<file path="config.mk">
export PLATFORM = sky130hd
export DESIGN_NAME = operand_fetch
export DESIGN_NICKNAME = d
export VERILOG_FILES = /design/src/hw/vliw_config_pkg.sv /design/src/hw/vliw_types_pkg.sv /design/src/hw/operand_fetch.sv
export SDC_FILE = /design/constraint.sdc
export NUM_CORES = 1
export LEC_CHECK = 0
export BUFFER_PORTS_ARGS = -buffer_cell sky130_fd_sc_hd__buf_2
export CAP_MARGIN = 40
export CORE_AREA = 2 2 209 211
export DETAILED_ROUTE_END_ITERATION = 10
export DIE_AREA = 0 0 211 213
export GPL_TIMING_DRIVEN = 0
export PLACE_DENSITY = 0.33
export SLEW_MARGIN = 10
export SYNTH_ARGS = -nofsm -noshare
export SYNTH_HDL_FRONTEND = slang
export SYNTH_SLANG_ARGS = --single-unit
</file>
<file path="constraint.sdc">
create_clock -name vclk -period 3.2
set_clock_uncertainty 0.1 [all_clocks]
set_input_delay 0.8 -clock vclk [all_inputs]
set_output_delay 0.8 -clock vclk [all_outputs]
set_load 0.005 [all_outputs]
</file>
<file path="src/hw/vliw_config_pkg.sv">
/*
 * VLIW core configuration
 * Data and address widths, bank count and add pipe latency
 */

package vliw_config_pkg;

   // ========================================================================
   // Datapath widths
   // ========================================================================
   localparam int WORD_WIDTH  = 27;
   localparam int ADDR_WIDTH  = 10;
   localparam int INDEX_WIDTH = 8;

   // ========================================================================
   // Core organization
   // ========================================================================
   // Result banks owned by load, neg and add
   localparam int NUM_UNIT_BANKS = 3;

   // Cycles from add issue until the sum can be read
   localparam int ADD_LATENCY = 2;

endpackage

</file>
<file path="src/hw/vliw_types_pkg.sv">
/*
 * VLIW core types
 * Data word, operand address, entry index and bank code
 */

package vliw_types_pkg;

   typedef logic [vliw_config_pkg::WORD_WIDTH-1:0]  word_t;
   typedef logic [vliw_config_pkg::ADDR_WIDTH-1:0]  addr_t;
   typedef logic [vliw_config_pkg::INDEX_WIDTH-1:0] index_t;

   // ========================================================================
   // Bank code, upper bits of an operand address
   // ========================================================================
   // Values double as the bank number inside the register files
   typedef enum logic [vliw_config_pkg::ADDR_WIDTH-vliw_config_pkg::INDEX_WIDTH-1:0] {
      BANK_LOAD     = 2'd0,
      BANK_NEG      = 2'd1,
      BANK_ADD      = 2'd2,
      BANK_RESERVED = 2'd3
   } bank_e;

endpackage

</file>
<file path="src/hw/operand_fetch.sv">
/*
 * Operand fetch
 * Splits each read address into bank code and index and selects
 * the bank word, the z register or zero for the reserved bank
 */

`timescale 1ns/1ps

module operand_fetch #(
   parameter int READ_PORTS = 4
) (
   input  vliw_types_pkg::addr_t  read_addr  [READ_PORTS],
   output vliw_types_pkg::index_t read_index [READ_PORTS],

   input  vliw_types_pkg::word_t  bank_data  [vliw_config_pkg::NUM_UNIT_BANKS][READ_PORTS],
   input  vliw_types_pkg::word_t  z_value,

   output vliw_types_pkg::word_t  operand    [READ_PORTS]
);

   localparam int ADDR_MSB  = vliw_config_pkg::ADDR_WIDTH - 1;
   localparam int INDEX_MSB = vliw_config_pkg::INDEX_WIDTH - 1;

   for (genvar p = 0; p < READ_PORTS; p++) begin : g_port
      vliw_types_pkg::bank_e bank;
      vliw_types_pkg::word_t bank_word;

      assign bank          = vliw_types_pkg::bank_e'(read_addr[p][ADDR_MSB:INDEX_MSB+1]);
      assign read_index[p] = read_addr[p][INDEX_MSB:0];

      always_comb begin
         case (bank)
            vliw_types_pkg::BANK_LOAD: begin
               bank_word = bank_data[vliw_types_pkg::BANK_LOAD][p];
            end
            vliw_types_pkg::BANK_NEG: begin
               bank_word = bank_data[vliw_types_pkg::BANK_NEG][p];
            end
            vliw_types_pkg::BANK_ADD: begin
               bank_word = bank_data[vliw_types_pkg::BANK_ADD][p];
            end
            default: begin
               bank_word = '0;
            end
         endcase
      end

      // Reserved bank reads zero even at index 0, z only shows in real banks
      always_comb begin
         if (bank == vliw_types_pkg::BANK_RESERVED) begin
            operand[p] = '0;
         end else if (read_index[p] == '0) begin
            operand[p] = z_value;
         end else begin
            operand[p] = bank_word;
         end
      end
   end

endmodule

</file>
# --- Yosys cells after proc, flatten, opt, wreduce, memory -nomap -nowiden ---
# Cells that the tools add are included.
totals:
  reg_bits: 0
  latchBits: 0
  ramBits: 0
  rom_bits: 0
  in_bits: 391
  out_inout_bits: 140
  wordCells: 32
  n_memories: 0
op_classes:
  add_sub_neg: 0
  n_mul: 0
  n_div: 0
  order_cmp: 0
  eq_ne: 12
  n_shift: 0
  muxes: 12
  bitwise: 0
  reduce_logical: 8
ops:
  columns: ["operator", "count"]
  rows:
  - ["27-bit one-hot mux with 3 select lines", 4]
  - ["27-bit 2-to-1 mux", 8]
  - ["8-bit logical NOT", 4]
  - ["2-bit equality test (second input constant)", 8]
  - ["2-bit by 1-bit equality test with 1-bit output (second input constant)", 4]
  - ["2-bit logical NOT", 4]

# --- Logic depth before layout (Yosys ltp) ---
# Gate-level depths: netlist (run 1).
depth:
  depth_word: 4
  ltp_mapped: 6
  ltp_nobuf: 3

# --- Least setup slack after synthesis (run 1) ---
# OpenSTA, ideal clock, no wires.
synth_timing:
  path_type: "in2out"
  startpoint: "in read_addr[33] (netlist bit)"
  endpoint: "out operand[100] (netlist bit)"
  t_arrival_ns: 2.195
  t_required_ns: 2.300
  slack_ns: 0.105
  stages: 6
  n_path_buf: 3
  cell_sequence: "or4_4 buf_6 or2_1 buf_6 buf_6 a311oi_1"
synth_lines:
  columns: ["item", "line", "source"]
  rows:
  - ["start: declaration", "operand_fetch.sv:12", "input vliw_types_pkg::addr_t read_addr [READ_PORTS],"]
  - ["end: declaration", "operand_fetch.sv:18", "output vliw_types_pkg::word_t operand [READ_PORTS]"]

==> impl_results.md, run 1 <==
- Status: finished with violations
- Failing checks: negative setup slack
- NetSw: about 0.57 mW
- Cell area after synthesis: 0.00452 mm^2
- FF/Latch Area: 0 um^2
- Int Pwr: 0.580 mW
- Syn Area/Cell: 6.69 um^2
- WS Path Type: primary input to output pin
- Num rows: between 70 and 80
- Post-route cell area: between 0.009 and 0.01 mm^2
- Synth Area in XOR/XNOR: 0%
- Total power: 1.15 mW
- Most common cell after layout, fill and taps aside: buf_2
- RSZ-0062 raised after global routing: yes
- Largest net degree at the start of global routing: 12
- Routability Congestion: approximately 0.86
- Max FO, Critical Path: 5
- Combinational Power Share: 100.0%
- Simple-Gate Fraction of Synth Area: about 40%
- Cell leakage power: 4.38 nW
- First-pass GRT wire length: 53500 um
- Placed Cells: 1753
- Pre-antenna DRT Iters: 4
- I/O Buffers: 531
- Total congestion overflow: 0
- HP Class: primary input to output pin
- DP Area: roughly 0.008 mm^2
- Clock share of power: 0%
- Vias in the first global route: 7984
- Mux share of post-synthesis cell area: 23.9%
- Most frequent cells in the layout: buf_2 (531), nand2_1 (108), mux2i_1 (108)
- Post-Syn Nets: roughly 1100
- Maximum clock rate: 284 MHz
- Sequential cell count: 0
- VDD IR max: 0.0401 mV
- Hold depth: 3
- P&R area growth vs syn: 112%
- Via density: 4.28
- Die Width: 211 um
- Final worst slack: -0.319 ns
- Vias: ~7600
- CP Data Required Time: 2.30 ns
- Synth Instances: 676
- Nets@finish: 1629
- Drt wl/cell: 21.9 um
- Die height: 213 um
- Final TNS setup: -15.74 ns
- PwrDens: 120 mW/mm^2
- Initial core utilization: 10.6%
- Synth warn: 0
- Largest family of logic cells by synthesized area: simple AND/OR/NAND/NOR gates
- Tcrit/Tclk final: 110%
- Worst slew margin: 64.3%
- CORE AREA: 0.0427 mm^2
- Setup Viol. Count Final: 108
- DP HPWL: 32100 um
- Share of cells above drive strength 1: ~70%
- Cell Chain, Critical Path: buf_8 -> or4_4 -> or2_4 -> buf_12 -> buf_12 -> a311oi_4 -> buf_2
- Crit path largest cell delay: 0.63 ns
- Area share of fa/ha/maj cells after synthesis: 0%
- CP arrival: 2.62 ns
- Cell mode on critical path: buf_12
- Flop pwr share: 0%
- Non-Filler Instances: 1783
- Slowest CP cell: or4_4
- Min Tclk post-route: 3.52 ns
- Fin util: 22.5%
- Pins over their slew limit: 0
- Sequential fraction of the synthesis area: 0%
- Setup crit end kind: output pin
- DRC errors left: 0
- Maximum Capacitance Violations: 0
- Crit start category: primary input
- Num ports: approximately 530
- Die area: 0.0449 mm^2
- Hold-fix buffers, CTS: 0
- Drt total wl: 39100 um
- # clk buffers: 0
- Synth Area in Compound Gates: 21.5%
- Switch share: 49.5%
- Final hold vios: 0
- Initial antenna violation count: 1
- Worst Max-Slew Pin Slew: 0.535 ns
- Global-route usage over all layers: 16.2%
- DRT iter0 DRCs: about 260
- Netlist cell types: 15
- Final ANT Viol Nets: 0
per-layer routing:
layer	global-route usage [%]	part of all wire, %	wire, um
met1	19.7	41	16200
met5	0	0.033	13
met4	2.94	2.3	915
met3	2.43	6.5	2550
met2	30.4	50	19500
final timing paths:
path / startpoint / endpoint / slack [ns]
hold / removal: read_addr[33] / read_index[27] / 1.75
setup / recovery: read_addr[15] / operand[49] / -0.32
power groups by stage:
stage	combinational (mW)	sequential [mW]	clock, mW
after floorplan	0.407	0	0
after CTS	1.13	0	0
after global routing	1.24	0	0
after detailed placement	0.992	0	0
final	1.15	0	0.0000000418
after global placement	0.993	0	0
cells by family after synthesis:
logic type	count (synthesis)
AND/OR/NAND/NOR	344
buffers and inverters	116
AO/OA/AOI/OAI	108
multiplexers	108
repair_timing:
item | in CTS | in global routing
setup buffers | 34 | 5
pin swaps | 13 | 20
gates cloned | 6 | 0
resized for setup | 210 | 103
endpoints found under the setup margin | 108 | 108
Yosys cell counts:
library cell / number / share of area, %
mux2i_1: 108 / 24
nand2_1: 108 / 9.0
nor3_1: 108 / 12
a311oi_1: 104 / 20
or2_1: 80 / 11
clkbuf_1: 52 / 4.3
buf_4: 32 / 5.3
or2_2: 32 / 4.4
buf_2: 16 / 1.8
buf_6: 16 / 4.0
a311oi_2: 4 / 1.3
and2_1: 4 / 0.55
nor2b_1: 4 / 0.55
or4_1: 4 / 0.66
or4_4: 4 / 1.0
worst max-delay path, delay by kind of cell:
family | cells | cell delay (ns)
buffers and inverters | 4 | 0.58
and+or+nand+nor | 2 | 0.95
AOI/OAI and AO/OA | 1 | 0.26
layout make-up:
type	count	area, um^2
repair buffers	572	3210
diodes	1	2.50
plain buffers	104	738
fillers	4880	33100
multi-input cells	560	4960
well taps	546	683
metrics by stage:
stage / hold slack, ns / worst slack, ns
after CTS: 1.75 / -0.365
final: 1.75 / -0.319
after floorplan: 1.58 / 0.105
after detailed placement: 1.76 / -1.13
after global routing: 1.75 / -0.356
after global placement: 1.77 / -1.14
Note: power is estimated with default switching activity, not from simulation.
==> inputs of run 2 (changes only) <==
--- a/config.mk
+++ b/config.mk
@@ -7,11 +7,11 @@
 export LEC_CHECK = 0
 export BUFFER_PORTS_ARGS = -buffer_cell sky130_fd_sc_hd__buf_2
 export CAP_MARGIN = 40
-export CORE_AREA = 2 2 209 211
+export CORE_AREA = 10 10 199 201
 export DETAILED_ROUTE_END_ITERATION = 10
-export DIE_AREA = 0 0 211 213
+export DIE_AREA = 0 0 209 211
 export GPL_TIMING_DRIVEN = 0
-export PLACE_DENSITY = 0.33
+export PLACE_DENSITY = 0.39
 export SLEW_MARGIN = 10
 export SYNTH_ARGS = -nofsm -noshare
 export SYNTH_HDL_FRONTEND = slang
==> impl_results.md, run 2 (synthesis results as in run 1) <==
- I/O Buffers: 531 (unchanged)
- Die height: 211 um (-0.94%)
- Worst Max-Slew Pin Slew: 0.511 ns (-0.0236 ns)
- DRT iter0 DRCs: 226 (-13%)
- Vias in the first global route: 8589 (+7.6%)
- Most frequent cells in the layout: buf_2 (528), nand2_1 (108), mux2i_1 (108)
- Sequential cell count: 0 (unchanged)
- Hold-fix buffers, CTS: 0 (unchanged)
- CORE AREA: 0.0354 mm^2 (-17%)
- Nets@finish: 1626 (-0.18%)
- Tcrit/Tclk final: 106% (-3.6 points)
- DP Area: 0.00775 mm^2 (-1.4%)
- CP Data Required Time: 2.30 ns (about the same)
- Final worst slack: -0.204 ns (+0.116 ns)
- Total congestion overflow: 0 (unchanged)
- Final hold vios: 0 (unchanged)
- Failing checks: negative setup slack
- FF/Latch Area: 0 um^2 (unchanged)
- Largest net degree at the start of global routing: 11 (-1)
- Min Tclk post-route: 3.40 ns (-0.116 ns)
- Crit start category: primary input
- Drt total wl: 40000 um (+2.4%)
- Final ANT Viol Nets: 0 (unchanged)
- Vias: 7617 (-0.24%)
- Post-route cell area: 0.00937 mm^2 (-2.4%)
- RSZ-0062 raised after global routing: yes
- Maximum clock rate: 294 MHz (+3.4%)
- Fillers: 4041 (-17%)
- Max FO, Critical Path: 7 (+2)
- Share of cells above drive strength 1: 70.5% (+0.49 points)
- VDD IR max: 0.0493 mV (+23%)
- Die area: 0.0441 mm^2 (-1.9%)
- Worst slew margin: 65.9% (+1.6 points)
- Setup crit end kind: output pin
- Non-Filler Instances: 1695 (-4.9%)
- Num rows: 69 (-9.2%)
- Pins over their slew limit: 0 (unchanged)
- Fin util: 26.5% (+4.0 points)
- Placed Cells: 1668 (-4.8%)
- WS Path Type: primary input to output pin
- Most common cell after layout, fill and taps aside: buf_2
- Cell leakage power: 4.34 nW (-0.98%)
- Setup Viol. Count Final: 108 (unchanged)
- Final TNS setup: -12.09 ns (+3.65 ns)
- Status: finished with violations
- Final hold slack: 1.75 ns (+0.00268 ns)
- Global-route usage over all layers: 16.7% (+0.46 points)
- P&R area growth vs syn: 107%
- PwrDens: 119 mW/mm^2 (-0.39%)
- Drt wl/cell: 23.6 um (+7.7%)
- Die Width: 209 um (-0.95%)
- Routability Congestion: 0.810 (-5.4%)
- Via density: 4.49 (+4.9%)
- DRC errors left: 0 (unchanged)
- Pre-antenna DRT Iters: 6 (+2)
- Maximum Capacitance Violations: 0 (unchanged)
- Num ports: 531 (unchanged)
- First-pass GRT wire length: 57000 um (+6.5%)
- # clk buffers: 0 (unchanged)
- CP arrival: 2.50 ns (-0.12 ns)
- Initial antenna violation count: 4 (+3)
- Initial core utilization: 12.8% (+2.2 points)
- HP Class: primary input to output pin
- DP HPWL: 34000 um (+5.8%)
## run 2: changes by cell type in the layout (fill, tap and decap cells not counted), sizes merged
cell	change
clkbuf	+3
buf	-6
## run 2: repair_timing
| item | in CTS | in global routing |
|---|---|---|
| buffers inserted | 29 | 7 |
| setup endpoints to repair | 108 | 108 |
| gates cloned | 7 | 0 |
| pin swaps | 13 | 23 |
| resized for setup | 192 | 106 |
## run 2: worst paths after layout
| kind | cells after the start | endpoint | start | slack [ns] |
|---|---|---|---|---|
| max | 6 | operand[43] | read_addr[12] | -0.20 |
| min | 3 | read_index[1] | read_addr[1] | 1.75 |
## run 2: power by group
part	internal (mW)	switching, mW	total [mW]
sequential	0	0	0
combinational	0.572	0.546	1.12
clock	0.0000000418	0	0.0000000418
## run 2: through the flow
| stage | total power [mW] | worst slack [ns] |
|---|---|---|
| after floorplan | 0.407 | 0.105 |
| after global placement | 0.977 | -0.872 |
| after detailed placement | 0.977 | -0.859 |
| after CTS | 1.10 | -0.321 |
| after global routing | 1.21 | -0.251 |
| final | 1.12 | -0.204 |
## run 2: layout make-up
type	count	area, um^2	area share (%)
Multi-Input combinational cell	560	4860	51.8
Timing Repair Buffer	572	3230	34.5
Buffer	101	706	7.53
Tap cell	461	577	6.15
Antenna cell	1	2.50	0.0267
## run 2: per-layer routing
metal  global-route usage, %  wire, um  share of wire, %
met3                    4.48      3130               7.8
met1                    19.6     16400                41
met4                    2.41       490               1.2
met2                    30.2     20000                50
met5                       0        34             0.085
## run 2: critical path, stage by stage
cell and delay (ns):
buf_6 0.09, or4_4 0.59, or2_4 0.39, buf_8 0.17, a311oi_2 0.27, buf_2 0.18
==> inputs of run 3 (changes only) <==
--- a/config.mk
+++ b/config.mk
@@ -12,6 +12,7 @@
 export DIE_AREA = 0 0 209 211
 export GPL_TIMING_DRIVEN = 0
 export PLACE_DENSITY = 0.39
+export SETUP_SLACK_MARGIN = 0.05
 export SLEW_MARGIN = 10
 export SYNTH_ARGS = -nofsm -noshare
 export SYNTH_HDL_FRONTEND = slang
==> impl_results.md, run 3 (synthesis results as in run 1) <==
- Status: finished with violations
- Failing checks: negative setup slack
- DP Area: 0.00775 mm^2 (unchanged)
- Sequential cell count: 0 (unchanged)
- DRT iter0 DRCs: 258 (+14%)
- VDD IR max: 0.0491 mV (-0.42%)
- Vias: 7607 (-0.13%)
- Final hold vios: 0 (unchanged)
- Delay-heaviest family, CP: simple AND/OR/NAND/NOR gates
- Max FO, Critical Path: 7 (unchanged)
- Initial antenna violation count: 4 (unchanged)
- Crit path largest cell delay: 0.60 ns (about the same)
- RSZ-0062 raised after global routing: yes
- Via density: 4.51 (+0.40%)
- Final TNS setup: -13.43 ns (-1.34 ns)
- FF/Latch Area: 0 um^2 (unchanged)
- Share of cells above drive strength 1: 69.7% (-0.79 points)
- Routability Congestion: 0.810 (unchanged)
- Hold depth: 3 (unchanged)
- Min Tclk post-route: 3.43 ns (+0.0246 ns)
- # clk buffers: 0 (unchanged)
- Vias in the first global route: 8600 (+0.13%)
- Slowest CP cell: or4_4
- Setup Viol. Count Final: 107 (-0.93%)
- Num rows: 69 (unchanged)
- Placed Cells: 1668 (unchanged)
- First-pass GRT wire length: 56800 um (-0.24%)
- CORE AREA: 0.0354 mm^2 (unchanged)
- Nets@finish: 1617 (-0.55%)
- Final worst slack: -0.228 ns (-0.0246 ns)
- Largest net degree at the start of global routing: 11 (unchanged)
- I/O Buffers: 531 (unchanged)
- Die area: 0.0441 mm^2 (unchanged)
- Drt total wl: 39900 um (-0.29%)
- PwrDens: 120 mW/mm^2 (+0.90%)
- Initial core utilization: 12.8% (unchanged)
- Maximum clock rate: 292 MHz (-0.72%)
- Most frequent cells in the layout: buf_2 (533), nand2_1 (108), mux2i_1 (108)
- Non-Filler Instances: 1686 (-0.53%)
- Source of the worst hold timing path: read_addr[1]
- Pre-antenna DRT Iters: 4 (-2)
- Hold Path End: read_index[1]
- Tcrit/Tclk final: 107% (+0.77 points)
- Worst slew margin: 65.8% (-0.15 points)
- Fillers: 4064 (+0.57%)
- P&R area growth vs syn: 105%
- Total power: 1.12 mW (-0.19%)
- Pins over their slew limit: 0 (unchanged)
- CP Data Required Time: 2.30 ns (about the same)
- Setup crit end kind: output pin
- Global-route usage over all layers: 16.7% (-0.049 points)
- Fin util: 26.2% (-0.29 points)
- CP arrival: 2.53 ns (+0.03 ns)
- WS Path Type: primary input to output pin
- Final ANT Viol Nets: 0 (unchanged)
- Total congestion overflow: 0 (unchanged)
- Maximum Capacitance Violations: 0 (unchanged)
- Final hold slack: 1.75 ns (+0.000280 ns)
- Die Width: 209 um (unchanged)
- Num ports: 531 (unchanged)
- Cell Chain, Critical Path: buf_6 -> or4_4 -> or2_4 -> buf_12 -> buf_8 -> a311oi_2 -> buf_2
- Worst Setup Slack post-DPL: -0.859 ns (unchanged)
- Post-route cell area: 0.00927 mm^2 (-1.1%)
- DP HPWL: 34000 um (unchanged)
- Cell leakage power: 4.28 nW (-1.3%)
- Crit start category: primary input
- HP Class: primary input to output pin
- Worst Max-Slew Pin Slew: 0.514 ns (+0.00221 ns)
- Worst Path Buf+Inv: 4 (+1)
- Most common cell after layout, fill and taps aside: buf_2
- DRC errors left: 0 (unchanged)
- Die height: 211 um (unchanged)
- Drt wl/cell: 23.7 um (+0.24%)
## run 3: final cells by class
class	instances	area (um^2)	share of cell area, %
Multi-Input combinational cell	560	4850	52.3
Timing Repair Buffer	559	3090	33.3
Buffer	105	759	8.19
Tap cell	461	577	6.22
Antenna cell	1	2.50	0.0270
## run 3: power breakdown
| part | internal (mW) | switching, mW | total [mW] |
|---|---|---|---|
| Sequential | 0 | 0 | 0 |
| Combinational | 0.571 | 0.545 | 1.12 |
| Clock | 0.0000000418 | 0 | 0.0000000418 |
## run 3: what timing repair did
item	CTS	global route
hold buffers	0	0
pin swaps	15	17
setup endpoints to repair	108	108
gates cloned	6	0
buffers inserted	23	1
hold endpoints to repair	0	0
resized for setup	200	96
## run 3: routing by layer
layer,GRT usage [%],vias to the layer above,part of all wire [%]
met5,0,-,0.060
met4,2.33,6,1.6
met3,4.48,40,8.4
met2,30.2,382,50
met1,19.5,3591,40
li1,-,3588,-
## run 3: worst max path at each step
stage | endpoint | cells after the start | slack, ns | from
after floorplan | operand[100] | 6 | 0.11 | read_addr[33]
after global placement | operand[18] | 7 | -0.87 | read_addr[8]
after detailed placement | operand[18] | 7 | -0.86 | read_addr[8]
after CTS | operand[6] | 8 | -0.34 | read_addr[7]
after global routing | operand[43] | 7 | -0.27 | read_addr[12]
final | operand[43] | 7 | -0.23 | read_addr[12]
