[config.mk]
export PLATFORM = sky130hd
export DESIGN_NAME = exec_units
export DESIGN_NICKNAME = d
export VERILOG_FILES = /design/src/hw/vliw_config_pkg.sv /design/src/hw/vliw_types_pkg.sv /design/src/hw/exec_units.sv
export SDC_FILE = /design/constraint.sdc
export NUM_CORES = 1
export LEC_CHECK = 0
export ABC_AREA = 1
export BUFFER_PORTS_ARGS = -buffer_cell sky130_fd_sc_hd__buf_2
export CORE_ASPECT_RATIO = 1.75
export CORE_MARGIN = 10
export CORE_UTILIZATION = 52
export DETAILED_ROUTE_END_ITERATION = 10
export PLACE_DENSITY = 0.9
export SLEW_MARGIN = 20
export SYNTH_ARGS = -nofsm -noshare
export SYNTH_HDL_FRONTEND = slang
export SYNTH_SLANG_ARGS = --single-unit
[constraint.sdc]
create_clock -name clk -period 3 [get_ports clk]
set_input_delay 0.6 -clock clk [delete_from_list [all_inputs] [get_ports clk]]
set_output_delay 0.6 -clock clk [all_outputs]
set_load 0.01 [all_outputs]
[src/hw/vliw_config_pkg.sv]
/*
 * VLIW core configuration
 * Data and address widths, bank count and add pipe latency
 */

package vliw_config_pkg;

   // ========================================================================
   // Datapath widths
   // ========================================================================
   localparam int WORD_WIDTH  = 27;
   localparam int ADDR_WIDTH  = 10;
   localparam int INDEX_WIDTH = 8;

   // ========================================================================
   // Core organization
   // ========================================================================
   // Result banks owned by load, neg and add
   localparam int NUM_UNIT_BANKS = 3;

   // Cycles from add issue until the sum can be read
   localparam int ADD_LATENCY = 2;

endpackage

[src/hw/vliw_types_pkg.sv]
/*
 * VLIW core types
 * Data word, operand address, entry index and bank code
 */

package vliw_types_pkg;

   typedef logic [vliw_config_pkg::WORD_WIDTH-1:0]  word_t;
   typedef logic [vliw_config_pkg::ADDR_WIDTH-1:0]  addr_t;
   typedef logic [vliw_config_pkg::INDEX_WIDTH-1:0] index_t;

   // ========================================================================
   // Bank code, upper bits of an operand address
   // ========================================================================
   // Values double as the bank number inside the register files
   typedef enum logic [vliw_config_pkg::ADDR_WIDTH-vliw_config_pkg::INDEX_WIDTH-1:0] {
      BANK_LOAD     = 2'd0,
      BANK_NEG      = 2'd1,
      BANK_ADD      = 2'd2,
      BANK_RESERVED = 2'd3
   } bank_e;

endpackage

[src/hw/exec_units.sv]
/*
 * Execution units
 * Combinational negation and the add pipe, which carries its
 * destination index and valid bit alongside the sum
 */

`timescale 1ns/1ps

module exec_units (
   input  logic                   clk,
   input  logic                   reset,

   // Neg unit
   input  vliw_types_pkg::word_t  neg_operand,
   output vliw_types_pkg::word_t  neg_result,

   // Add unit
   input  vliw_types_pkg::word_t  add_operand1,
   input  vliw_types_pkg::word_t  add_operand2,
   input  logic                   add_enable,
   input  vliw_types_pkg::addr_t  add_dest,

   output logic                   add_wb_valid,
   output vliw_types_pkg::index_t add_wb_index,
   output vliw_types_pkg::word_t  add_wb_value
);

   vliw_types_pkg::word_t add_sum;

   // Two's complement, wraps modulo the word width
   assign neg_result = -neg_operand;

   assign add_sum = add_operand1 + add_operand2;

   // ========================================================================
   // Add pipe stage
   // ========================================================================
   always_ff @(posedge clk) begin
      if (reset) begin
         add_wb_valid <= 1'b0;
      end else begin
         add_wb_valid <= add_enable;
      end
   end

   // Destination travels with its own sum
   always_ff @(posedge clk) begin
      add_wb_index <= add_dest[vliw_config_pkg::INDEX_WIDTH-1:0];
      add_wb_value <= add_sum;
   end

endmodule

-- Yosys cells after proc, flatten, opt, wreduce, memory -nomap -nowiden
Cells that the tools add are included.
- RAM bits: 0
- logic and storage cells: 5
- register bits after elaboration: 36
- output and inout bits: 63
- bits in latches: 0
- input port bits: 94
- memory bits (read-only): 0
- memories kept: 0
- $mul: 0
- reduce and logical (&&, ||, !) cells: 0
- muxes and demuxes: 0
- order comparisons: 0
- div/mod/pow operators: 0
- add/sub/neg operators: 2
- equal/unequal tests: 0
- shifts and indexed selects: 0
- bitwise logic cells: 0
- operators by type and width (operator ; count):
    $add 27x27->27 ; 1
    $neg 27->27 ; 1

-- Longest topological paths before layout
Gate-level depths: netlist (run 1).
- depth in word-level cells: 1
- mapped depth: 12
- mapped depth without buffers: 12

-- Worst setup path before layout (run 1)
OpenSTA, ideal clock, no wires.
- path kind: input port to output port
- start: in neg_operand[0]
- end: out neg_result[16]
- arrival: 1650 ps
- required time: 2400 ps
- stages: 6
- buffers on the path: 0
- slack: 750 ps
- cell sequence: inv_1 > ha_1 > inv_1 > nor4_4 > nand2_1 > xor2_1
- word-level cells in the longest chain between the ends: 1
- RTL lines (item ; line ; text):
    start: declaration ; exec_units.sv:14 ; input vliw_types_pkg::word_t neg_operand,
    $neg 27->27 ; exec_units.sv:31 ; assign neg_result = -neg_operand;
    end: declaration ; exec_units.sv:15 ; output vliw_types_pkg::word_t neg_result,
Every way passes these cells.

-- Worst setup path after layout (run 1)
Same ends and word-level chain as after synthesis.

==> impl_metrics.py, run 1 <==
metrics = {
    "power": {
        "internal_power_mw": 1.07,
        "clkPwrFrac": 0.257,
        "p_switching_mw": 0.622,
        "share_comb_of_total_power": 0.404,
        "seq_power_share": 0.339,
        "power.density_cell_area_nw_per_um2": 387,
        "leakagePower_nw": 2.55,
        "power.ir.vdd_worst_mv": 0.222,
        "power.switching_fraction": 0.368,
    },
    "route": {
        "final_wirelength_mm": 11.5,
        "detail_route.drc_violations": 0,
        "drtAntennaViolNets": 0,
        "vias": 3929,
        "first_iter_violations": 184,
        "drt_first_pass_iters": 5,
        "wire_per_inst_um": 14.6,
        "vias_per_instance": 4.99,
    },
    "min_path": {
        "hp_class": "primary input to flip-flop",
    },
    "clocking": {
        "inserted_clock_buffers": 5,
        "cts_max_level": 2,
        "cts.root.buffer_cell": "clkbuf_8",
        "cts.sink_count": 36,
        "cts-resized-gates": 0,
        "clkTransAtPathRegs_ps": 80,
        "clk_path_buf_depth": 2,
        "cts_tree": "built",
        "cts_setup_buffers": 0,
        "ctsHoldBuffers": 0,
    },
    "global_routing": {
        "busiest_layer": "met2",
        "groute.layer.met1.usage": 0.172,
        "use_met3": 0.0672,
        "grt_first_pass_wirelength_mm": 18.4,
        "antenna_violations_before_repair": 0,
        "global_route.usage.met2": 0.441,
        "global_route.overflow_total": 0,
        "first_global_vias": 4155,
        "grt_usage": 0.223,
        "grt_max_degree": 13,
    },
    "floorplan": {
        "number_of_ports_placed_on_the_die_boundary": 157,
        "chipWidth_um": 81.0,
        "die_height_um": 127,
        "starting_density": 0.540,
        "floorplan.rows": 38,
        "fp.dieArea_um2": 10300,
        "core-area_um2": 6280,
    },
    "synthesis": {
        "synthesis.area_um2": 3390,
        "synth_sequential_area_ratio": 0.213,
        "synth.yosys.warnings": 0,
        "post_synth.cell_area_avg_um2": 6.20,
        "ys_ff_latch": 36,
        "ys_types": 28,
        "syn_nets": 669,
        "synthCells": 547,
    },
    "sta": {
        "rsz0062_at_grt": "false",
        "min_period_over_period": 0.843,
        "final_period_demand_of_the_worst_path_ps": 2530,
        "setup-violations-final": 0,
        "tns_ps": 0,
        "worst_setup_slack_after_layout_ps": 471,
        "final_hold_violating_endpoints": 0,
        "maxClockFrequency_mhz": 395,
        "timing.max_slew.rel_slack": 0.732,
        "worstMarginPinSlew_ps": 399,
        "max_slew_violation_total_from_the_final_report": 0,
    },
    "run_status": {
        "run_status": "completed",
    },
    "placed_design": {
        "globalplace.congestion": 0.906,
        "io_buffer_count": 154,
        "pre_cts_slack_ps": 454,
        "detailed_place_hpwl_mm": 10.3,
    },
    "worst_setup_path": {
        "worstPathRequired_ps": 2400,
        "crit_path_end_kind": "output port",
        "critPathArrivalTime_ps": 1930,
        "critical_path.cell_chain": "buf_2 -> inv_1 -> ha_1 -> inv_1 -> nor4_4 -> nand2_1 -> xor2_1 -> buf_2",
        "cp_num_buf_inv": 4,
        "startpoint_type": "primary input",
        "worst-path-max-fanout": 5,
        "critical_path.slowest_cell": "nor4_4",
        "critPathKind": "primary input to output port",
        "critical_path.max_stage_delay_ps": 320,
        "top_cell_family_by_delay_on_the_critical_path": "buffers and inverters",
    },
    "final_layout": {
        "final_layout_fill_cell_count": 583,
        "nNetsFinal": 829,
        "utilization": 0.696,
        "layout.area.seq_um2": 721,
        "antenna_cell_count": 0,
        "area_overhead_vs_synth_pct": 28.7,
        "multiInputGateArea_um2": 2270,
        "drive_gt1_frac": 0.291,
    },
    "flow_run": {
        "drv.max_cap_violation_count": 0,
    },
}
-- kinds of logic (layout without fill, tap and decap cells) --
group,Yosys count,in the layout,share of synthesized area
compound gates,21,21,0.0328
xor+xnor,38,38,0.0982
fa+ha+maj,28,28,0.106
buf+inv,106,267,0.118
flops,36,36,0.213
simple gates,318,318,0.432
-- metrics by stage --
step	area (um2)	instances	hold slack [ps]	total power, mW
floorplan	3390	547	628	0.994
global placement	4250	780	702	1.25
detailed placement	4250	780	704	1.27
CTS	4370	788	383	1.70
global route	4370	788	389	1.79
finish	4370	788	388	1.69
-- placed cells by master (no fill, tap or decap) --
cell type,Yosys,layout
nor2_2,9,9
nor2_4,5,5
inv_1,97,97
o21bai_1,2,2
nand2_2,13,13
nor3_2,2,2
nor3_4,1,1
nand3_4,1,1
nand4_1,12,12
buf_2,0,154
clkinvlp_4,0,1
fa_1,1,1
o21ai_0,2,2
nand2_1,175,175
bufinv_16,0,1
dfxtp_1,36,36
nand3_2,4,4
ha_1,27,27
nor4_4,1,1
nor3_1,5,5
a21oi_1,16,16
nand3_1,36,36
inv_2,8,8
clkinv_2,0,1
clkbuf_8,0,5
xnor2_1,6,6
and3_1,1,1
o22ai_1,1,1
xor2_1,32,32
nor2_1,47,47
or2_1,1,1
and2_1,5,5
-- state kept, by name (all words and copies together) (netlist names) --
name,flops
add_wb_index,8
add_wb_valid,1
add_wb_value,27
-- per-layer routing --
layer	up-vias	share of wire	routed length, um
met4	0	0.061	702
li1	1999	-	-
met2	173	0.55	6300
met5	-	0	0
met3	50	0.091	1050
met1	1707	0.30	3470
-- cell usage after synthesis (all sizes together) --
master,number,area (um2)
a21oi,16,80.1
and2,5,31.3
and3,1,6.26
buf,1,7.51
dfxtp,36,721
fa,1,20.0
ha,27,338
inv,105,394
nand2,188,738
nand3,41,238
nand4,12,75.1
nor2,61,289
nor3,8,61.3
nor4,1,21.3
o21ai,2,10.0
o21bai,2,15.0
o22ai,1,6.26
or2,1,6.26
xnor2,6,52.6
xor2,32,280
-- worst paths after layout --
check                          start               to  slack [ps]  cells after the start
worst min-delay path     add_dest[3]  add_wb_index[3]         390                      1
worst max-delay path  neg_operand[0]   neg_result[16]         470                      8
-- power groups by stage --
stage	Clock (mW)	Combinational [mW]	Sequential, mW
final	0.433	0.682	0.572
after detailed placement	0	0.683	0.584
after floorplan	0	0.363	0.631
after CTS	0.439	0.686	0.573
after global routing	0.451	0.762	0.579
after global placement	0	0.670	0.582
-- area by class of cell --
class                      instances  share of cell area
multi-input combinational        405               0.520
timing repair buffer             154               0.177
sequential                        36               0.165
inverter                         105              0.0903
tap                               80              0.0229
clock buffer                       5              0.0158
clock inverter                     3             0.00974
(Power assumes the default switching activity.)
==> run 2, diff against run 1 <==
Settings changed: CORE_UTILIZATION 52 to 43, PLACE_DENSITY 0.9 to 0.79.
Clock period 3 ns to 2.2 ns, I/O delays scaled along.
==> impl_metrics.py, run 2 (synthesis results as in run 1) <==
metrics = {
    "route": {
        "wire_per_inst_um": 14.4,
        "drtAntennaViolNets": 0,
        "detail_route.drc_violations": 0,
        "drt_first_pass_iters": 4,
        "final_wirelength_mm": 11.4,
        "vias_per_instance": 4.85,
        "first_iter_violations": 160,
        "vias": 3866,
    },
    "sta": {
        "timing.max_slew.rel_slack": 0.750,
        "final_period_demand_of_the_worst_path_ps": 2070,
        "max_slew_violation_total_from_the_final_report": 0,
        "maxClockFrequency_mhz": 483,
        "min_period_over_period": 0.940,
        "setup-violations-final": 0,
        "final_hold_violating_endpoints": 0,
        "worstMarginPinSlew_ps": 372,
    },
    "power": {
        "internal_power_mw": 1.57,
        "clkPwrFrac": 0.291,
        "p_switching_mw": 0.845,
        "power.ir.vdd_worst_mv": 0.395,
        "share_comb_of_total_power": 0.385,
        "design_power_total_mw": 2.41,
        "power.density_cell_area_nw_per_um2": 544,
        "seq_power_share": 0.324,
        "leakagePower_nw": 2.58,
        "power.switching_fraction": 0.350,
    },
    "clocking": {
        "cts-resized-gates": 0,
        "cts_max_level": 2,
        "clk_path_buf_depth": 2,
        "cts_tree": "built",
        "clkTransAtPathRegs_ps": 50,
        "cts_setup_buffers": 0,
        "ctsHoldBuffers": 0,
        "cts.root.buffer_cell": "clkbuf_16",
        "cts.sink_count": 36,
        "inserted_clock_buffers": 5,
    },
    "worst_setup_path": {
        "critPathKind": "primary input to output port",
        "startpoint_type": "primary input",
        "worstPathRequired_ps": 1760,
        "critical_path.max_stage_delay_ps": 380,
        "crit_path_end_kind": "output port",
        "critPathArrivalTime_ps": 1630,
        "critical_path.cell_chain": "buf_2 -> nor2_2 -> nand3_2 -> nor4_4 -> nand2_1 -> xor2_1 -> buf_2",
        "worst-path-max-fanout": 4,
        "critical_path.slowest_cell": "nor4_4",
        "critical-path-top-cell-by-count": "buf_2",
    },
    "final_layout": {
        "antenna_cell_count": 0,
        "layout_commonest_cell": "nand2_1",
        "number_of_flip_flops_under_the_largest_register_name": 27,
        "utilization": 0.582,
        "most-common-layout-cells": "175 x nand2_1, 154 x buf_2, 97 x inv_1",
        "top_register": "add_wb_value",
        "area_overhead_vs_synth_pct": 30.8,
        "drive_gt1_frac": 0.298,
        "nNetsFinal": 830,
        "reg.largest.list": "add_wb_value: 27 flops, add_wb_index: 8 flops, add_wb_valid: 1 flops",
    },
    "floorplan": {
        "floorplan.rows": 42,
        "number_of_ports_placed_on_the_die_boundary": 157,
        "starting_density": 0.445,
        "die_height_um": 137,
        "chipWidth_um": 87.1,
        "core-area_um2": 7620,
        "fp.dieArea_um2": 12000,
    },
    "global_routing": {
        "grt_max_degree": 12,
        "antenna_violations_before_repair": 0,
        "first_global_vias": 4018,
        "grt_first_pass_wirelength_mm": 17.8,
        "grt_usage": 0.184,
        "global_route.overflow_total": 0,
    },
    "min_path": {
        "hold-path-endpoint": "add_wb_index[7]",
        "hp_class": "primary input to flip-flop",
        "min_from": "add_dest[7]",
        "worst_hold_path.num_cells": 1,
    },
    "placed_design": {
        "globalplace.congestion": 0.933,
        "io_buffer_count": 154,
        "detailed_place_hpwl_mm": 10.1,
    },
    "flow_run": {
        "drv.max_cap_violation_count": 0,
    },
    "run_status": {
        "run_status": "completed",
    },
}
[run 2: cell count changes in the layout (fill, tap and decap cells not counted), moves of 2 or more]
cell       previous run  this run
nor2_2                9        11
clkbuf_16             0         5
nor2_1               47        45
clkbuf_8              5         1
[run 2: power by group through the flow]
stage | Clock [mW] | Sequential (mW) | Combinational, mW
after floorplan | 0 | 0.860 | 0.495
after global placement | 0 | 0.793 | 0.922
after detailed placement | 0 | 0.797 | 0.929
after CTS | 0.709 | 0.784 | 0.936
after global routing | 0.730 | 0.791 | 1.04
final | 0.701 | 0.782 | 0.928
[run 2: worst max path at each step]
| stage | start | to | slack, ps | cells after the start |
|---|---|---|---|---|
| floorplan | neg_operand[0] | neg_result[16] | 270 | 6 |
| global route | neg_operand[8] | neg_result[21] | -5 | 9 |
| detailed placement | add_operand1[0] | add_wb_value[14] | 50 | 12 |
| global placement | add_operand1[0] | add_wb_value[14] | 100 | 12 |
| finish | neg_operand[4] | neg_result[16] | 130 | 7 |
| CTS | neg_operand[0] | neg_result[16] | 50 | 8 |
[run 2: stage by stage]
step / worst slack [ps] / cell area (um2) / setup TNS, ps / hold WS (ps) / cells
2_1_floorplan: 270 / 3390 / 0 / 468 / 547
3_3_place_gp: 100 / 4270 / 0 / 542 / 789
3_5_place_dp: 52.0 / 4270 / 0 / 544 / 789
4_1_cts: 49.1 / 4420 / 0 / 255 / 797
5_1_grt: -5.49 / 4440 / -5.49 / 256 / 797
6_report: 131 / 4440 / 0 / 259 / 797
[run 2: worst max-delay path, delay by kind of cell]
kind                      cells  cell delay (ps)
and+or+nand+nor               4              780
buffers and inverters         2              260
xor gates and xnor gates      1              150
[run 2: layer usage]
layer  vias up  global-route usage  part of all wire
met4         0               0.117             0.055
met2       173               0.339              0.50
li1       1996                   -                 -
met5         -                   0                 0
met3        31              0.0716              0.11
met1      1666               0.159              0.33
[run 2: layout make-up]
type	instances	area [um2]
Clock buffer	6	139
Timing Repair Buffer	155	778
Sequential cell	36	721
Clock inverter	2	10.0
Multi-Input combinational cell	405	2280
Fill cell	734	3180
Tap cell	88	110
Inverter	105	394
==> run 3, diff against run 2 <==
Settings changed: CAP_MARGIN set to 20, CORE_MARGIN 10 to 2.
==> impl_metrics.py, run 3 (synthesis results as in run 1) <==
metrics = {
    "run_status": {
        "run_status": "completed",
    },
    "global_routing": {
        "grt_first_pass_wirelength_mm": 16.0,
        "grt_max_degree": 13,
        "first_global_vias": 3720,
        "grt_usage": 0.238,
        "antenna_violations_before_repair": 0,
        "global_route.overflow_total": 0,
    },
    "sta": {
        "setup-violations-final": 0,
        "min_period_over_period": 0.942,
        "final_period_demand_of_the_worst_path_ps": 2070,
        "maxClockFrequency_mhz": 482,
        "timing.max_slew.rel_slack": 0.779,
        "worstMarginPinSlew_ps": 329,
        "max_slew_violation_total_from_the_final_report": 0,
        "final_hold_violating_endpoints": 0,
    },
    "worst_setup_path": {
        "startpoint_type": "primary input",
        "critPathKind": "primary input to output port",
        "critPathArrivalTime_ps": 1630,
        "worstPathRequired_ps": 1760,
        "crit_path_end_kind": "output port",
        "worst-path-max-fanout": 4,
    },
    "clocking": {
        "ctsHoldBuffers": 0,
        "cts_tree": "built",
        "cts_max_level": 2,
        "inserted_clock_buffers": 5,
        "clkTransAtPathRegs_ps": 50,
        "cts.root.buffer_cell": "clkbuf_16",
        "cts.sink_count": 36,
        "clk_path_buf_depth": 2,
    },
    "final_layout": {
        "drive_gt1_frac": 0.297,
        "layout_commonest_cell": "nand2_1",
        "post-route-cell-area_um2": 4520,
        "layout.area.seq_um2": 721,
        "antenna_cell_count": 0,
        "layoutNonFillerInstCount": 799,
        "final_layout_fill_cell_count": 690,
        "nNetsFinal": 832,
        "multiInputGateArea_um2": 2280,
        "most-common-layout-cells": "175 x nand2_1, 154 x buf_2, 97 x inv_1",
        "number_of_flip_flops_under_the_largest_register_name": 27,
        "top_register": "add_wb_value",
        "area_overhead_vs_synth_pct": 33.2,
        "reg.largest.list": "add_wb_value: 27 flops, add_wb_index: 8 flops, add_wb_valid: 1 flops",
    },
    "min_path": {
        "hold-path-endpoint": "add_wb_index[2]",
        "min_from": "add_dest[2]",
        "hp_class": "primary input to flip-flop",
        "worst_hold_path.num_cells": 1,
    },
    "route": {
        "first_iter_violations": 168,
        "wire_per_inst_um": 13.1,
        "drtAntennaViolNets": 0,
        "drt_first_pass_iters": 7,
        "vias_per_instance": 4.92,
        "final_wirelength_mm": 10.5,
        "vias": 3931,
        "detail_route.drc_violations": 0,
    },
    "placed_design": {
        "dpl-instance-area_um2": 4280,
        "globalplace.congestion": 0.949,
        "dpl.cell_count": 790,
        "detailed_place_hpwl_mm": 8.99,
        "io_buffer_count": 154,
    },
    "floorplan": {
        "number_of_ports_placed_on_the_die_boundary": 157,
        "starting_density": 0.445,
        "core-area_um2": 7620,
        "floorplan.rows": 42,
        "die_height_um": 121,
        "fp.dieArea_um2": 8640,
        "chipWidth_um": 71.1,
    },
    "power": {
        "seq_power_share": 0.284,
        "internal_power_mw": 1.89,
        "power.ir.vdd_worst_mv": 0.350,
        "design_power_total_mw": 2.75,
        "clkPwrFrac": 0.378,
        "share_comb_of_total_power": 0.337,
        "power.switching_fraction": 0.315,
        "leakagePower_nw": 2.62,
        "p_switching_mw": 0.868,
        "power.density_cell_area_nw_per_um2": 610,
    },
    "flow_run": {
        "drv.max_cap_violation_count": 0,
    },
}
[run 3: changes by cell type in the layout (fill, tap and decap cells not counted)]
cell	change
bufinv_16	+3
buf_4	+2
clkinv_2	-2
nor3_2	-2
clkbuf_8	-1
nor2_1	+1
nor2_2	-1
nor3_1	+1
nor3_4	+1
[run 3: worst max-delay path by stage]
stage,start,to,cells after the start
2_1_floorplan,neg_operand[0],neg_result[16],6
3_3_place_gp,add_operand1[0],add_wb_value[14],12
3_5_place_dp,add_operand1[0],add_wb_value[22],12
4_1_cts,neg_operand[0],neg_result[16],8
5_1_grt,neg_operand[17],neg_result[24],10
6_report,neg_operand[0],neg_result[8],8
[run 3: power groups by stage]
stage	clock network (mW)	logic (mW)	registers, mW
2_1_floorplan	0	0.495	0.860
3_3_place_gp	0	0.907	0.793
3_5_place_dp	0	0.920	0.798
4_1_cts	1.05	0.929	0.785
5_1_grt	1.06	1.02	0.792
6_report	1.04	0.929	0.783
[run 3: critical path, cell delays in order]
cell,delay [ps]
buf_2,110
inv_1,110
ha_1,180
inv_1,110
nor4_4,240
buf_4,180
xor2_1,140
buf_2,140
[run 3: timing repair]
action,4_1_cts,5_1_grt
gates resized for setup,0,3
endpoints found under the setup margin,0,2
buffers inserted,0,1
[run 3: per-stage QoR]
| step | hold slack, ps | worst slack, ps | util | setup TNS (ps) |
|---|---|---|---|---|
| after global placement | 542 | 117 | 0.562 | 0 |
| after CTS | 251 | 85.9 | 0.590 | 0 |
| after floorplan | 468 | 270 | - | 0 |
| after detailed placement | 544 | 31.7 | 0.562 | 0 |
| final | 255 | 127 | 0.593 | 0 |
| after global routing | 252 | -18.8 | 0.593 | -18.8 |
[run 3: routing by layer]
metal  track usage  part of all wire  up-vias
met4         0.156             0.051        0
met5             0                 0        -
met3        0.0307             0.069       30
li1              -                 -     2009
met2         0.478              0.54      206
met1         0.210              0.34     1686
[run 3: final cells by class]
class                      count  share of cell area
tap                           88              0.0244
clock buffer                   5              0.0277
sequential                    36               0.160
timing repair buffer         157               0.176
clock inverter                 3              0.0200
inverter                     105              0.0873
multi-input combinational    405               0.505
